File: src/emmu_scrub.sv
`timescale 1ns/10ps

// post reset table clear
// walks every entry once, one write per cycle, then parks in DONE
module emmu_scrub #(
   parameter int MAW = 12                  // table address width
) (
   input  logic            clk,
   input  logic            reset,
   output logic            scrub_we,       // clear write strobe
   output logic [MAW-1:0]  scrub_addr,     // entry being cleared
   output logic            scrub_busy      // table still being cleared
);

   // state encoding
   localparam logic CLEAR = 1'b0;
   localparam logic DONE  = 1'b1;

   logic            state;
   logic [MAW-1:0]  entry_cnt;             // next entry to clear
   logic            last_entry;            // counter about to wrap

   assign last_entry = &entry_cnt;

   // fsm and entry counter together
   always_ff @(posedge clk or posedge reset) begin
      if (reset) begin
         state     <= CLEAR;
         entry_cnt <= '0;
      end else begin
         case (state)
            CLEAR: begin
               entry_cnt <= entry_cnt + 1'b1;    // wraps to 0 at the end
               if (last_entry)
                  state <= DONE;
            end
            DONE: begin
               entry_cnt <= entry_cnt;           // parked
            end
            default: begin
               state <= CLEAR;
            end
         endcase
      end
   end

   // outputs straight from state, write data is zero at the decoder
   assign scrub_we   = (state == CLEAR);
   assign scrub_addr = entry_cnt;
   assign scrub_busy = (state == CLEAR);

   // DONE is terminal until the next reset
   // so the clear never stomps on a configured table
   a_done_sticky : assert property (
      @(posedge clk) disable iff (reset)
      (state == DONE) |=> (state == DONE) && !scrub_we
   ) else $error("emmu_scrub: clear write after DONE");

endmodule

File: config.mk
export PLATFORM = sky130hd
export DESIGN_NAME = emmu_scrub
export DESIGN_NICKNAME = d
export VERILOG_FILES = /design/src/emmu_scrub.sv
export SDC_FILE = /design/constraint.sdc
export NUM_CORES = 1
export LEC_CHECK = 0
export BUFFER_PORTS_ARGS = -buffer_cell sky130_fd_sc_hd__clkbuf_2
export CORE_MARGIN = 2
export CORE_UTILIZATION = 44
export DETAILED_ROUTE_END_ITERATION = 7
export GPL_TIMING_DRIVEN = 1
export PLACE_DENSITY = 0.68
export SLEW_MARGIN = 15
export SYNTH_ARGS = -nofsm -noshare
export SYNTH_HDL_FRONTEND = slang
export SYNTH_SLANG_ARGS = --single-unit
File: constraint.sdc
create_clock -name clk -period 1.3 [get_ports clk]
set_clock_uncertainty 0.2 [all_clocks]
set_input_delay 0.195 -clock clk [delete_from_list [all_inputs] [get_ports clk]]
set_output_delay 0.195 -clock clk [all_outputs]
set_load 0.02 [all_outputs]
=== Word-level counts from Yosys, hierarchy flattened ===
Index checks and enable logic that the tools add are counted.

* Register bits after elaboration: 13
* Bits in latches: 0
* Memory bits (writable): 0
* ROM bits: 0
* Input bits: 2
* Output and inout bits: 14
* Logic and storage cells: 8
* Memories: 0

* Add/sub/neg operators: 1
* Multipliers: 0
* Divide/modulo/power cells: 0
* Order comparisons: 0
* Equality and inequality tests: 0
* Shift-type cells: 0
* Multiplexer cells: 3
* Bitwise logic cells: 1
* Reduce and logical (&&, ||, !) cells: 1

{| class="wikitable"
|+ Operator list
! operator !! count
|-
| adder 12 x 1 -> 12 bit (second input constant) || 1
|-
| two-way mux 12 bit || 1
|-
| AND reduction 12 bit || 1
|-
| two-way mux 1 bit || 2
|-
| NOT 1 bit || 1
|}

=== Depth between registers and ports, before layout ===
* Word-level depth: 3
* Gate-level depth with buffers: 4

=== Worst setup path before layout ===
Ideal clock, no wire load.

* Path kind: register -> register
* From: register entry_cnt[0] (netlist: scrub_addr[0])
* To: register entry_cnt[10] (netlist: scrub_addr[10])
* Setup time: 0.080 ns
* Arrival: 1.241 ns
* Required time: 1.020 ns
* Path slack: -0.220 ns
* Cell stages (with the launch flop): 5
* Buffers on the path: 0
* Period minus slack after synthesis: 1.520 ns
* Cells stage by stage: dfrtp_1 -> ha_1 -> nand3b_1 -> nor3_1 -> xor2_1

* Longest elaborated chain between the ends: 2

{| class="wikitable"
|+ Ends and longest elaborated chain
! what !! RTL line !! RTL
|-
| start, declared || 20 || <nowiki>logic [MAW-1:0] entry_cnt;</nowiki>
|-
| start signal, assigned || 33 || <nowiki>entry_cnt <= entry_cnt + 1'b1;</nowiki>
|-
| start signal, assigned || 38 || <nowiki>entry_cnt <= entry_cnt;</nowiki>
|-
| adder 12 x 1 -> 12 bit || 33 ||
|-
| two-way mux 12 bit || 31 || <nowiki>case (state)</nowiki>
|}

No other way between the ends. The select of a mux whose other input is x is not followed.
A chain may end at the register's enable or synchronous reset.

=== Worst setup path in the final report ===
* From: register entry_cnt[1] (netlist: scrub_addr[1])
* To: register entry_cnt[10] (netlist: scrub_addr[10])

Same word-level chain as after synthesis.

==> key figures <==
Status
  • Status: finished with violations
  • Failing checks: setup timing

Critical path
  • WP data arrival: 1.44 ns
  • Required time worst endpoint: 1.28 ns
  • Critical path startpoint category: flop
  • Crit. Startpoint: scrub_addr[1]$_DFFE_PP0N_
  • Register-to-register setup slack: -0.16 ns
  • Crit path capture type: flop
  • WS Path Type: reg2reg
  • Max Fanout on Critical Path: 4
  • R2R Path Start: scrub_addr[1]$_DFFE_PP0N_

Clock network
  • Clk pin slew, worst setup/hold paths: 0.09 ns
  • CTS tree: done
  • # clock sinks: 13
  • H-tree Lvls: 1
  • CTS Root Cell: clkbuf_4
  • TritonCTS Buffers: 3
  • Clk buf depth: 2
  • Clock latency on the worst-skew pair: 0.28 ns

Timing
  • Final setup vio count: 22
  • Tmin final: 1.46 ns
  • Max Slew Vio Count: 0
  • Slew @ Worst Pin: 0.504 ns
  • Min setup slack post-route: -0.162 ns
  • Hold slack: 0.294 ns
  • Relative slew slack: 66.4%
  • RSZ-0062 raised after global routing: true
  • Fin crit share: 112%
  • Max Clk Rate: 684 MHz
  • Final Hold Viols: 0

Drt
  • Via-to-Cell Ratio: 5.54
  • Detailed Route Iter0 Violations: 20
  • Antenna Nets Post-Route: 0
  • First drt pass iteration count: 4
  • Avg WL per Cell: 20.4 um
  • Final wirelength: approximately 2300 um
  • Routed vias: 626
  • # DRC: 0

Layout
  • Final Cell Area: 1210 um2
  • N_diodes: 0
  • Layout cells sized above 1: slightly above 70%
  • Util after Layout: 92.9%
  • NumNets Final: 102
  • Layout area overhead: 95.9%

Floorplan
  • Site row count: 13
  • Die extent in x: 41.4 um
  • Die area: 1720 um2
  • Die H: 41.4 um
  • Io pins: 16
  • Core outline area: around 1300 um2
  • Initial Utilization: 47.4%

Synthesis
  • Library cells used by synthesis: 18
  • Sequential share of the synthesized area: 52.7%
  • Mapped Avg Cell Area: 12.3 um2
  • Post-synthesis register bit count: 13
  • Yosys Warn Count: 0
  • Synth Instances: 50
  • Synth Flop Type: dfrtp_1
  • Post-Syn Nets: 53
  • Cell Area, Synth: 617 um2
  • Post-synth EDFFs: 0
  • Post-synth ARST share: 100%

Placed design
  • DP Wirelength: 911 um
  • Gpl congestion: 0.720
  • Placed cell area: ~810 um2
  • IO Port Bufs: 15

GRT
  • First-pass GRT wire length: 2760 um
  • Largest net degree at the start of global routing: 14
  • GRT overflow: 0
  • Total Routing Usage GR: 21.7%
  • Vias in the first global route: 606
  • Initial antenna violation count: 0

Hold path
  • Hold Path Class: in2async

Power and ir drop
  • P_leak: 0.000634 uW
  • Maximum vdd drop: around 0.8 mV
  • Power per cell area: between 500 and 600 nW/um2

Run
  • Max-Cap Viols: 0
-- per-layer routing --
layer | track usage (%) | vias to the layer above | part of all wire (%)
met5 | 0 | - | 0
met4 | 6.45 | 0 | 1.8
met3 | 6.52 | 6 | 3.6
met2 | 37.8 | 21 | 53
met1 | 25.4 | 331 | 41
li1 | - | 268 | -
-- cell type report --
cell class	count	area (um2)
Inverter	3	16.3
Timing Repair Buffer	45	474
Sequential cell	13	337
Tap cell	15	18.8
Multi-Input combinational cell	33	337
Clock buffer	4	26.3
Fill cell	42	92.6
-- sequential cells by signal, indices dropped and copies added (netlist names) --
signal,cells
scrub_addr,12
state,1
-- final timing paths --
path / end / cells after the start
setup / recovery: scrub_addr[10]$_DFFE_PP0N_ / 4
min in group clk: scrub_addr[8]$_DFFE_PP0N_ / 1
hold reg to reg: scrub_addr[8]$_DFFE_PP0N_ / 1
hold / removal: scrub_addr[7]$_DFFE_PP0N_ / 3
setup reg to reg: scrub_addr[10]$_DFFE_PP0N_ / 4
max in group asynchronous: scrub_addr[0]$_DFFE_PP0N_ / 3
-- logic make-up after synthesis --
kind of cell	synth area share, %
AND/OR/NAND/NOR	23.3
buffers and inverters	3.04
adder cells (fa/ha/maj)	2.03
XOR/XNOR	15.6
multiplexers	1.83
flip-flops	52.7
AO/OA/AOI/OAI	1.42
-- per-stage QoR --
stage          setup TNS (ns)  power [uW]  worst slack [ns]  std cells
2_1_floorplan         -0.0273         418           -0.0273         50
3_3_place_gp          -0.0459         422           -0.0213         89
3_5_place_dp          -0.0969         422           -0.0478         89
4_1_cts                -0.850         668            -0.103        108
5_1_grt                 -2.30         689            -0.195        113
6_report                -1.48         665            -0.162        113
-- cells in the mapped netlist (2+ instances only) --
cell type / instances / area, um2
inv_1: 3 / 11.3
xor2_1: 7 / 61.3
dfrtp_1: 13 / 325
xnor2_1: 4 / 35.0
nor3_1: 3 / 15.0
nand2_1: 4 / 15.0
nand3_1: 2 / 10.0
nand4_1: 2 / 12.5
nor2_1: 3 / 11.3
-- critical path, cell delays in order, from the launching register on --
cell,delay [ns]
dfrtp_2,0.45
ha_4,0.16
nand3b_1,0.17
nor3_2,0.18
xor2_1,0.21
-- timing repair --
| action | 4_1_cts | 5_1_grt |
|---|---|---|
| resized for setup | 35 | 26 |
| setup endpoints to repair | 16 | 21 |
| pin swaps | 4 | 7 |
| setup buffers | 14 | 5 |
| hold endpoints to repair | 13 | 0 |
| hold buffers | 1 | 0 |
-- cell usage in the layout, fill, tap and decap left out, types with 3 or more instances in the layout --
master / n
buf_4: 16
buf_6: 15
buf_8: 11
dfrtp_2: 9
xor2_1: 7
xnor2_1: 4
dfrtp_1: 4
nand2_1: 3
clkbuf_4: 3
-- power by group --
| group | internal (uW) | switching, uW |
|---|---|---|
| clock network | 119 | 131 |
| logic | 3.21 | 8.85 |
| registers | 404 | 0 |
| total | 526 | 139 |
Note: power is estimated with default switching activity, not from simulation.
