File: config.mk
export PLATFORM = sky130hd
export DESIGN_NAME = emmu_cfg
export DESIGN_NICKNAME = d
export VERILOG_FILES = /design/src/emmu_pkg.sv /design/src/emmu_cfg.sv
export SDC_FILE = /design/constraint.sdc
export NUM_CORES = 1
export LEC_CHECK = 0
export BUFFER_PORTS_ARGS = -buffer_cell sky130_fd_sc_hd__buf_4
export CORE_AREA = 2 2 65 67
export DETAILED_ROUTE_END_ITERATION = 7
export DIE_AREA = 0 0 67 69
export PLACE_DENSITY_LB_ADDON = 0.25
export SYNTH_ARGS = -nofsm -noshare
export SYNTH_HDL_FRONTEND = slang
export SYNTH_SLANG_ARGS = --single-unit
File: constraint.sdc
create_clock -name clk -period 1.74 [get_ports clk]
set_clock_uncertainty 0.05 [all_clocks]
set_input_delay 0.087 -clock clk [delete_from_list [all_inputs] [get_ports clk]]
set_output_delay 0.087 -clock clk [all_outputs]
set_load 0.1 [all_outputs]
File: src/emmu_pkg.sv
// shared constants and the table entry layout for the emmu subsystem
package emmu_pkg;

   // packet and bus widths
   localparam int PW = 104;           // emesh packet width
   localparam int DW = 32;            // mi data width
   localparam int MW = 48;            // table entry width, 6 bytes

   // destination address field inside the packet
   localparam int ADDR_LSB = 8;       // dstaddr bit 0
   localparam int ADDR_MSB = 39;      // dstaddr bit 31

   // dstaddr[31:20] sits at packet bits 39:28
   localparam int IDX_LSB = 28;       // first index bit in the packet

   // mi address bit that picks the control register over the table
   localparam int CTRL_SEL_BIT = 19;

   // one table entry, two views of the same 48 bits
   // mi writes it as two register words
   // translation reads it as the upper address bits
   typedef union packed {
      struct packed {
         logic [15:0] hi;            // bytes 5:4, second mi write
         logic [31:0] lo;            // bytes 3:0, first mi write
      } word;
      struct packed {
         logic [3:0]  rsvd;          // never looked at
         logic [43:0] ext;           // replaces dstaddr[31:20]
      } addr;
   } emmu_entry_u;

   // byte lanes per half, handy for the write enable vector
   localparam int LO_BYTES = 4;
   localparam int HI_BYTES = 2;

endpackage

File: src/emmu_cfg.sv
`timescale 1ns/10ps

// mi decoder
// table half writes, enable register and its readback
// the clear sequencer owns the table write port while busy
module emmu_cfg #(
   parameter int MAW = 12                         // table address width
) (
   input  logic                      clk,
   input  logic                      reset,
   input  logic                      mi_en,       // single cycle access
   input  logic                      mi_we,       // write, else read
   input  logic [19:0]               mi_addr,
   input  logic [emmu_pkg::DW-1:0]   mi_din,
   input  logic                      scrub_we,
   input  logic [MAW-1:0]            scrub_addr,
   input  logic                      scrub_busy,
   output logic [emmu_pkg::DW-1:0]   mi_dout,
   output logic                      mmu_en,      // control bit 0
   output logic [5:0]                tbl_wr_en,   // byte enables to ram
   output logic [MAW-1:0]            tbl_wr_addr,
   output logic [emmu_pkg::MW-1:0]   tbl_wr_data
);

   logic                  ctrl_sel;    // control register selected
   logic                  tbl_wr;      // mi table write, any half
   logic                  lo_we;       // bytes 3:0
   logic                  hi_we;       // bytes 5:4
   logic                  ctrl_we;
   logic                  ctrl_rd;
   emmu_pkg::emmu_entry_u mi_entry;    // entry as the mi port sees it

   // address decode
   assign ctrl_sel = mi_addr[emmu_pkg::CTRL_SEL_BIT];
   assign ctrl_we  = mi_en &  mi_we & ctrl_sel;
   assign ctrl_rd  = mi_en & ~mi_we & ctrl_sel;
   assign tbl_wr   = mi_en &  mi_we & ~ctrl_sel & ~scrub_busy;   // dropped while clearing
   assign lo_we    = tbl_wr & ~mi_addr[2];
   assign hi_we    = tbl_wr &  mi_addr[2];

   // same mi word lands on whichever half is enabled
   always_comb begin
      mi_entry.word.lo = mi_din;
      mi_entry.word.hi = mi_din[15:0];                  // upper 16 bits of din unused
   end

   // write port mux, zero cycle to the ram
   always_comb begin
      if (scrub_busy) begin
         tbl_wr_en   = {6{scrub_we}};                   // whole entry
         tbl_wr_addr = scrub_addr;
         tbl_wr_data = '0;
      end else begin
         tbl_wr_en   = {{emmu_pkg::HI_BYTES{hi_we}}, {emmu_pkg::LO_BYTES{lo_we}}};
         tbl_wr_addr = mi_addr[3 +: MAW];               // entry index from bit 3 up
         tbl_wr_data = mi_entry;
      end
   end

   // enable register, off after reset so packets bypass
   always_ff @(posedge clk or posedge reset) begin
      if (reset)
         mmu_en <= 1'b0;
      else if (ctrl_we)
         mmu_en <= mi_din[0];
   end

   // readback, one cycle after the read strobe
   always_ff @(posedge clk or posedge reset) begin
      if (reset)
         mi_dout <= '0;
      else if (ctrl_rd)
         mi_dout <= {{(emmu_pkg::DW-1){1'b0}}, mmu_en};
   end

   // once the clear is over, mi only ever writes one half at a time
   a_one_half : assert property (
      @(posedge clk) disable iff (reset)
      !scrub_busy |-> !((|tbl_wr_en[3:0]) && (|tbl_wr_en[5:4]))
   ) else $error("emmu_cfg: both table halves written at once");

endmodule

[After elaboration in Yosys (flattened, before gate mapping)]
Index checks and enable logic that the tools add are counted.
Storage, ports and cells
  input bits: 70
  bits in registers: 2
  output and inout bits: 99
  logic and storage cells: 17
Operators by class
  bitwise logic cells: 12
  muxes and demuxes: 3
Operator list (count)
  48-bit 2-to-1 mux: 1
  12-bit 2-to-1 mux: 1
  1-bit AND: 8
  6-bit 2-to-1 mux: 1
  1-bit NOT: 4

[Depth between registers and ports, before layout]
  word-level depth: 5
  mapped depth: 5
  depth with buffers taken out: 2

[Least setup slack after synthesis]
OpenSTA, ideal clock, no wires.
  kind: input to output
  start: input scrub_busy
  end: output tbl_wr_en[1]
  data arrival time: 4258 ps
  required time: 1603 ps
  buffers on the path: 2
  cell stages on the path: 3
  path slack: -2655 ps
  cells stage by stage: buf_6 -> o41ai_1 -> buf_4
On the way
  longest elaborated chain between the ends: 4
RTL lines
  from (decl): RTL line emmu_cfg.sv:17  | input logic scrub_busy,
  1-bit NOT: RTL line emmu_cfg.sv:37  | assign tbl_wr = mi_en & mi_we & ~ctrl_sel & ~scrub_busy;
  1-bit AND: RTL line emmu_cfg.sv:37
  1-bit AND: RTL line emmu_cfg.sv:38  | assign lo_we = tbl_wr & ~mi_addr[2];
  6-bit 2-to-1 mux *: RTL line emmu_cfg.sv:49  | if (scrub_busy) begin
  to (decl): RTL line emmu_cfg.sv:20  | output logic [5:0] tbl_wr_en,
Mark *: on every way between the ends. The rest lies on a longest branch, timed or not.

[Worst setup path in the final report]
  start: input scrub_busy
  end: output tbl_wr_en[3]
Same word-level chain as after synthesis.

==> impl_metrics.ini <==
[yosys]
ys_warn_count = 0
netlist_instances = 113
synth_top_area_cell = buf_4
synth_top_cells_by_area = buf_4, nor2b_1, mux2_2
syn_area_sq_um = 873.3
ys_seq_area_share_pct = 5.731
yosysTopAreaCellShare_pct = 44.70
ys_ff_latch = 2
syn_area_per_cell_sq_um = 7.729
yosysUniqueCellTypes = 12

[drt]
via_per_inst = 3.773
drc = 0
wl_microns = 2974
drt-pass1-iter-count = 4
via_count = 1030
wl_per_cell_microns = 10.89
drtIter0Drc = 21
ant_nets = 0

[floorplanning]
fp.dieH_microns = 69
design.core.area_sq_um = 3914
ios = 169
die_area_sq_um = 4623
rows = 23
initial_utilization_pct = 22.31
die_w_microns = 67

[layout]
final_nets = 295
fin_util_pct = 47.70
num-fill-cells = 399
final_cells = 273
num_antenna_cells = 0
fin_area_sq_um = 1867
syn_to_final_growth_pct = 113.8
drive_gt1_share_pct = 80.72

[worst_setup_path]
critPathBufInv = 2
path_delay_family = buffers and inverters
arrival_ns = 1.13
critPathRequiredTime_ns = 1.60
critPathSlowestCell = buf_4
end_kind = output pin
cp_common_cell = buf_4
worst-setup-path-type = in2out
cp-start-kind = primary input
critPathMaxStageDelay_ns = 0.36
path_cells = buf_4, nand2_1, o41ai_4, buf_4
cp_max_fo = 26

[clock_network]
cts-root-buf = clkbuf_8
cts_tree = yes
clk_pin_slew_ns = 0.03
cts_resized = 0
htreeDepth = 1
worstSkewPairLatency_ns = 0.21
cts_sinks = 2
post_cts_buffers = 0
cts_buffer_depth = 2
cts_inserted_buffers = 3

[placement]
place.gp.congestion = 0.7108
dp_slack_ns = 0.4530
portBuffers = 131
placed_cell_area_sq_um = 1815
dpl.hpwl_microns = 2637
dp.cells = 269

[grt]
grt_antenna_before_repair = 0
grtUsageMet3_pct = 2.773
grt_pass1_wl_microns = 4043
grt_max_degree = 27
use_met1_pct = 10.19
grt_overflow = 0
grt_pass1_vias = 893
grt.total_usage_pct = 11.23
top_usage_layer = met2
grt_use_met2_pct = 22.22

[sta]
hold_viol = 0
fin_ws_ns = 0.4705
rsz0062_at_grt = no
setup_violations = 0
slew_violations = 0
hold_ws_ns = 0.08157
min_period_ns = 1.270
fmax_ghz = 0.7877
fin_crit_sh_pct = 72.96

[power_and_ir_drop]
p_int_w = 0.0004989
p_sw_w = 0.001199
vdd_drop_max_mv = 0.4040
seqPwrFrac_pct = 3.8
p_comb_share_pct = 85.6
swShare_pct = 70.61
p_per_area_nw_per_um2 = 909.4
clockPowerShare_pct = 10.5
cellLeakagePower_nw = 1.064

[min_path]
hold_class = in2reg

[run]
drv_cap = 0

[run_status]
status = completed
## layout by cell type, fill, tap and decap left out
cell type	instances
nor2b_2	15
nand3_1	1
dfrtp_1	2
clkbuf_8	3
buf_4	131
mux2_2	14
dlygate4sd3_1	1
buf_12	1
nor2b_4	14
conb_1	31
o41ai_4	2
nor2b_1	3
nand3b_1	1
nand2_1	2
inv_1	2
## cells by family after synthesis
kind of cell,synth area share (%)
muxes,18.05
buffers and inverters,48.57
and+or+nand+nor,25.21
other,0.4294
DFF,5.731
AOI/OAI and AO/OA,2.006
## cell usage after synthesis, drive strengths merged
cell     n
nor2b   32
dfrtp    2
o41ai    2
nand3    1
mux2    14
conb     1
buf     56
inv      2
nand3b   1
nand2    2
## metal layers
layer	vias to the layer above	part of all wire, %	routed length, microns
met5	-	0	0
met2	92	57	1701
li1	491	-	-
met4	0	1.1	34
met1	443	26	764
met3	4	16	473
## state kept, by name (all words and copies together) (netlist names)
| register | flops |
|---|---|
| mmu_en | 1 |
| mi_dout | 1 |
## cell type report
| type | instances | area [sq um] | share of cell area, % |
|---|---|---|---|
| repair buffers | 133 | 1013 | 54.29 |
| multi-input cells | 83 | 691.9 | 37.06 |
| well taps | 50 | 62.56 | 3.351 |
| flip-flops and latches | 2 | 50.05 | 2.681 |
| clock buffers | 3 | 41.29 | 2.212 |
| inverters | 2 | 7.507 | 0.4021 |
## power by group through the flow
stage	combinational, W	clock (W)	sequential, W
global placement	0.00145	0	0.0000658
global route	0.00149	0.000193	0.0000676
floorplan	0.00118	0	0.000152
detailed placement	0.00146	0	0.0000663
finish	0.00145	0.000178	0.0000652
CTS	0.00146	0.000184	0.0000658
## stage by stage
stage	setup TNS, ns	power [W]
finish	0	0.001698
global route	0	0.001750
CTS	0	0.001710
detailed placement	0	0.001524
global placement	0	0.001520
floorplan	-1.898	0.001335
## worst paths after layout
path	from	to	slack, ns	cells past startpoint
min	mi_din[0]	mmu_en	0.08	2
min reg2reg	mi_dout[0]	mi_dout[0]	0.45	1
min in group asynchronous	reset	mi_dout[0]	0.25	3
max	scrub_busy	tbl_wr_en[3]	0.47	4
max reg2reg	mmu_en	mmu_en	0.92	1
max in group asynchronous	reset	mmu_en	1.28	3
## timing repair
action / CTS / global route
hold buffers: 1 / 0
endpoints found under the setup margin: 0 / 0
endpoints found under the hold margin: 2 / 0
No activity file was read; power rests on OpenSTA's default activity.
