`config.mk`:
```
export PLATFORM = sky130hd
export DESIGN_NAME = emmu
export DESIGN_NICKNAME = d
export VERILOG_FILES = /design/src/emmu_pkg.sv /design/src/emmu.sv
export SDC_FILE = /design/constraint.sdc
export NUM_CORES = 1
export LEC_CHECK = 0
export ABC_AREA = 1
export BUFFER_PORTS_ARGS = -buffer_cell sky130_fd_sc_hd__buf_2
export CELL_PAD_IN_SITES_DETAIL_PLACEMENT = 1
export CELL_PAD_IN_SITES_GLOBAL_PLACEMENT = 2
export CORE_ASPECT_RATIO = 2
export CORE_MARGIN = 1.5
export CORE_UTILIZATION = 26
export DETAILED_ROUTE_END_ITERATION = 8
export PLACE_DENSITY_LB_ADDON = 0.1
export REMOVE_ABC_BUFFERS = 1
export SETUP_SLACK_MARGIN = 0.15
export SLEW_MARGIN = 15
export SYNTH_ARGS = -nofsm -noshare
export SYNTH_HDL_FRONTEND = slang
export SYNTH_SLANG_ARGS = --single-unit
```
`constraint.sdc`:
```
create_clock -name clk -period 8.9 [get_ports clk]
set_clock_uncertainty 0.2 [all_clocks]
set_input_delay 0.445 -clock clk [delete_from_list [all_inputs] [get_ports clk]]
set_output_delay 0.445 -clock clk [all_outputs]
set_load 0.05 [all_outputs]
```
`src/emmu_pkg.sv`:
```
// shared constants and the table entry layout for the emmu subsystem
package emmu_pkg;

   // packet and bus widths
   localparam int PW = 104;           // emesh packet width
   localparam int DW = 32;            // mi data width
   localparam int MW = 48;            // table entry width, 6 bytes

   // destination address field inside the packet
   localparam int ADDR_LSB = 8;       // dstaddr bit 0
   localparam int ADDR_MSB = 39;      // dstaddr bit 31

   // dstaddr[31:20] sits at packet bits 39:28
   localparam int IDX_LSB = 28;       // first index bit in the packet

   // mi address bit that picks the control register over the table
   localparam int CTRL_SEL_BIT = 19;

   // one table entry, two views of the same 48 bits
   // mi writes it as two register words
   // translation reads it as the upper address bits
   typedef union packed {
      struct packed {
         logic [15:0] hi;            // bytes 5:4, second mi write
         logic [31:0] lo;            // bytes 3:0, first mi write
      } word;
      struct packed {
         logic [3:0]  rsvd;          // never looked at
         logic [43:0] ext;           // replaces dstaddr[31:20]
      } addr;
   } emmu_entry_u;

   // byte lanes per half, handy for the write enable vector
   localparam int LO_BYTES = 4;
   localparam int HI_BYTES = 2;

endpackage

```
`src/emmu.sv`:
```
`timescale 1ns/10ps

// translation stage
// dstaddr[31:20] indexes the table, the entry widens the address to 64 bits
// one cycle from access in to access out
module emmu #(
   parameter int MAW = 12                         // table address width
) (
   input  logic                      clk,
   input  logic                      reset,
   input  logic                      mmu_en,      // translate when set
   input  logic                      mmu_bp,      // bypass, e.g. read response
   input  logic                      emesh_access_in,
   input  logic [emmu_pkg::PW-1:0]   emesh_packet_in,
   input  logic                      emesh_wait_in,    // downstream pushback
   input  logic [emmu_pkg::MW-1:0]   tbl_rd_data,
   output logic                      tbl_rd_en,
   output logic [MAW-1:0]            tbl_rd_addr,
   output logic                      emesh_access_out,
   output logic [emmu_pkg::PW-1:0]   emesh_packet_out,
   output logic [31:0]               emesh_packet_hi_out
);

   logic                      accept;             // packet taken this cycle
   logic                      xlate;              // translation active
   logic [emmu_pkg::PW-1:0]   emesh_packet_reg;
   logic [63:0]               dstaddr_out;        // rebuilt address
   emmu_pkg::emmu_entry_u     lookup;             // entry as translation sees it

   assign accept = emesh_access_in & ~emesh_wait_in;

   // lookup issued with the packet, data arrives in the output cycle
   assign tbl_rd_en   = accept;                   // keeps ram data aligned with held packet
   assign tbl_rd_addr = emesh_packet_in[emmu_pkg::IDX_LSB +: MAW];   // upper bits ignored

   // access pipe, frozen by wait
   always_ff @(posedge clk or posedge reset) begin
      if (reset)
         emesh_access_out <= 1'b0;
      else if (~emesh_wait_in)
         emesh_access_out <= emesh_access_in;
   end

   // packet payload, no reset
   always_ff @(posedge clk) begin
      if (accept)
         emesh_packet_reg <= emesh_packet_in;
   end

   assign lookup = tbl_rd_data;
   assign xlate  = mmu_en & ~mmu_bp;

   // 44 bit extension + low 20 address bits, or plain 32 bit address
   always_comb begin
      if (xlate)
         dstaddr_out = {lookup.addr.ext,
                        emesh_packet_reg[emmu_pkg::IDX_LSB-1:emmu_pkg::ADDR_LSB]};
      else
         dstaddr_out = {32'b0,
                        emesh_packet_reg[emmu_pkg::ADDR_MSB:emmu_pkg::ADDR_LSB]};
   end

   // rebuild the packet around the new address
   assign emesh_packet_out = {emesh_packet_reg[emmu_pkg::PW-1:emmu_pkg::ADDR_MSB+1],
                              dstaddr_out[31:0],
                              emesh_packet_reg[emmu_pkg::ADDR_LSB-1:0]};

   assign emesh_packet_hi_out = dstaddr_out[63:32];    // zero in bypass

   // wait holds the output transaction, valid or not
   a_wait_hold : assert property (
      @(posedge clk) disable iff (reset)
      emesh_wait_in |=> $stable(emesh_access_out) &&
                        (!emesh_access_out ||
                         ($stable(emesh_packet_out) && $stable(emesh_packet_hi_out)))
   ) else $error("emmu: output moved under wait");

endmodule

```
**Word level (Yosys, flattened, before mapping)**

Index checks and enable logic that the tools add are counted.

- Bitwise gates (word level): 4
- Multiplexer cells: 1

Operators with widths:

| cell | number |
|---|---|
| $mux 64 | 1 |
| $and 1x1->1 | 2 |
| $not 1->1 | 2 |

- Word-level logic and storage cells: 7
- Input port bits: 158
- Bits in registers: 105

**Logic depth before layout (Yosys ltp)**

- Depth in word-level cells: 3
- Gate-level depth with buffers: 5
- Mapped depth without buffers: 4

**Worst setup path after synthesis**

Ideal clock, no wire load.

- Kind: input to register
- Start: input port emesh_access_in
- End: register emesh_packet_reg[0] (netlist name), enable pin
- Arrival: 5.478 ns
- Cell stages on the path: 2
- Setup time: 0.602 ns
- Path slack: 2.620 ns
- Cell sequence: inv_1 > nor2_1

- Word-level cells in the longest chain between the ends: 1

Ends and longest elaborated chain:

| element | line | source |
|---|---|---|
| start: declaration | emmu.sv:13 | `input logic emesh_access_in,` |
| $and 1x1->1 | emmu.sv:30 | `assign accept = emesh_access_in & ~emesh_wait_in;` |
| net tbl_rd_en | emmu.sv:17 | `output logic tbl_rd_en,` |
| end signal: assignment | emmu.sv:47 | `emesh_packet_reg <= emesh_packet_in;` |
| end: declaration | emmu.sv:26 | `logic [emmu_pkg::PW-1:0] emesh_packet_reg;` |

The timed path passes the listed nets, and every way through them passes these cells.
A chain may end at the register's enable or synchronous reset.

**Worst setup path in the final report**

- Start: input port mmu_bp
- End: output port emesh_packet_hi_out[23]

- Word-level cells in the longest chain between the ends: 3

Ends and longest elaborated chain:

| element | line | source |
|---|---|---|
| start: declaration | emmu.sv:12 | `input logic mmu_bp,` |
| $not 1->1 | emmu.sv:51 | `assign xlate = mmu_en & ~mmu_bp;` |
| $and 1x1->1 | emmu.sv:51 |  |
| $mux 64 | emmu.sv:55 | `if (xlate)` |
| end: declaration | emmu.sv:21 | `output logic [31:0] emesh_packet_hi_out` |

No other way between the ends.

==> impl_metrics.json <==
{
  "status": "complete, no violations",
  "die_area_um2": 17800,
  "worstSetupEndpoint": "emesh_packet_hi_out[23]",
  "synth_edf_count": 104,
  "crit_type": "in2out",
  "finalSetupViolations": 0,
  "max_cap_violations": 0,
  "root_buffer": "clkbuf_16",
  "power_mw": 1.26,
  "port_buffers": 303,
  "cts_max_level": 3,
  "fin_area_um2": 5690,
  "finalNetCount": 687,
  "dp_hpwl_um": 8870,
  "ir_drop_mv": 0.122,
  "first_pass_iters": 4,
  "synth.area.top_cells": "edfxtp_1 71%, buf_4 18%, inv_1 3.0%",
  "timing.final.crit_share_pct": 29.8,
  "p_leak_nw": 2.75,
  "vias": 2884,
  "fillers": 1918,
  "ios": 308,
  "wl_per_cell_um": 15.1,
  "core.rowCount": 67,
  "cts_tree": "done",
  "arrival_ns": 2.01,
  "final_cells": 742,
  "holdCritPathClass": "in2reg",
  "post_cts_resized": 0,
  "track_usage_pct": 12.3,
  "clk_latency_ns": 0.34,
  "antenna_found_initial": 4,
  "dpl.cell_count": 724,
  "slew_viol_final": 0,
  "max_freq_mhz": 377,
  "ys_types": 11,
  "rsz0062_at_grt": "no",
  "die_h_um": 187,
  "p_per_area_nw_per_um2": 221,
  "crit_start": "mmu_bp",
  "hold_viol": 0,
  "path_max_fanout": 44,
  "worst-endpoint-required_ns": 8.26,
  "grt_pass1_vias": 2919,
  "start_kind": "primary input",
  "largest_reg_flops": 104,
  "drive_above_1_share_pct": 59.7,
  "first_iter_violations": 66,
  "synth_top_area_share_pct": 70.9,
  "maxSlewHeadroom_pct": 46.8,
  "synth_common_cells": "104 x buf_4, 104 x edfxtp_1, 35 x inv_1, 33 x nor2_1, 25 x nand2_1",
  "synth_seq_cells": 105,
  "critPathCaptureType": "output pin",
  "async_flop_share_pct": 0.952,
  "ys_warn_count": 0,
  "tightestPinTransition_ns": 0.798,
  "r2r_setup_slack_ns": 8.05,
  "viasPerCell": 3.89,
  "syn_avg_cell_area_um2": 13.7,
  "clk_pin_slew_worst_paths_ns": 0.07,
  "synth_area_um2": 4400,
  "cts_hold_buffers": 1,
  "grt_pass1_wl_um": 15600,
  "post-cts-setup-buffer-count": 0,
  "utilization_pct": 34.1,
  "synthFlopType": "edfxtp_1",
  "fin_crit_ns": 2.65,
  "r2r_cells": 2,
  "coreArea_um2": 16700,
  "drtAntennaViolNets": 0,
  "yosys.area.top_type": "edfxtp_1",
  "syn_inst": 322,
  "tns_ns": 0,
  "reg2reg_from": "emesh_access_out$_DFFE_PP0N_",
  "placed_area_um2": 5370,
  "numCtsBuffers": 9,
  "ys_seq_area_share_pct": 71.5,
  "grt_max_degree": 61,
  "start_util_pct": 26.4,
  "drc_errors": 0,
  "fp.dieW_um": 95.0,
  "cts_sinks": 105,
  "reg2reg_to": "emesh_access_out$_DFFE_PP0N_",
  "gp_congestion": 0.687,
  "route.final.wire_length_um": 11200,
  "grt_overflow": 0,
  "syn2layout_area_growth_pct": 29.1,
  "cts_buffer_depth": 2
}
==> layout make-up <==
cell class | instances | area (um2) | area share, %
Tap cell | 207 | 259 | 4.55
Clock buffer | 13 | 240 | 4.22
Clock inverter | 3 | 67.6 | 1.19
Inverter | 35 | 131 | 2.31
Multi-Input combinational cell | 72 | 297 | 5.21
Antenna cell | 1 | 2.50 | 0.0440
Sequential cell | 105 | 3150 | 55.4
Timing Repair Buffer | 306 | 1540 | 27.1
==> worst min path at each step <==
stage	startpoint	endpoint	slack [ns]	cells after the start
2_1_floorplan	reset	emesh_access_out$_DFFE_PP0N_	-0.03	1
3_3_place_gp	reset	emesh_access_out$_DFFE_PP0N_	0.08	2
3_5_place_dp	reset	emesh_access_out$_DFFE_PP0N_	0.08	2
4_1_cts	emesh_packet_in[19]	emesh_packet_reg[19]$_DFFE_PP_	0.05	1
5_1_grt	emesh_packet_in[19]	emesh_packet_reg[19]$_DFFE_PP_	0.06	1
6_report	emesh_packet_in[3]	emesh_packet_reg[3]$_DFFE_PP_	0.07	1
==> per-stage QoR <==
stage	hold WS [ns]	worst slack, ns
3_3_place_gp	0.0832	6.19
3_5_place_dp	0.0824	6.14
2_1_floorplan	-0.0263	2.62
5_1_grt	0.0580	6.04
4_1_cts	0.0532	6.14
6_report	0.0705	6.25
==> report_power, final <==
group	switching [mW]	internal, mW	total (mW)
sequential	0.00710	0.581	0.588
clock	0.169	0.247	0.416
combinational	0.198	0.0565	0.255
total	0.374	0.884	1.26
==> critical path, cell delays in order <==
cell and delay (ns):
buf_2 0.09, inv_1 0.33, nand2_2 0.57, nor2_1 0.25, buf_2 0.30
==> cell usage in the layout (no fill, tap or decap), drive strengths merged <==
master	instances
nor2	33
dfrtp	1
bufinv	2
inv	35
buf	305
o21ai	1
clkinvlp	1
clkbuf	13
nand2	26
diode	1
nand3	12
dlygate4sd3	1
edfxtp	104
==> layer usage <==
metal  global-route usage [%]  vias up  wire (um)
li1                         -     1360          -
met2                     23.1      198       6110
met3                     5.69       24       1460
met1                     9.78     1296       3210
met5                        0        -         50
met4                     7.00        6        367
==> kinds of logic after synthesis <==
family	Yosys count	synth area share, %
flops	105	71.5
compound gates	1	0.114
simple gates	71	6.45
buf+inv	145	22.0
(Power assumes the default switching activity.)
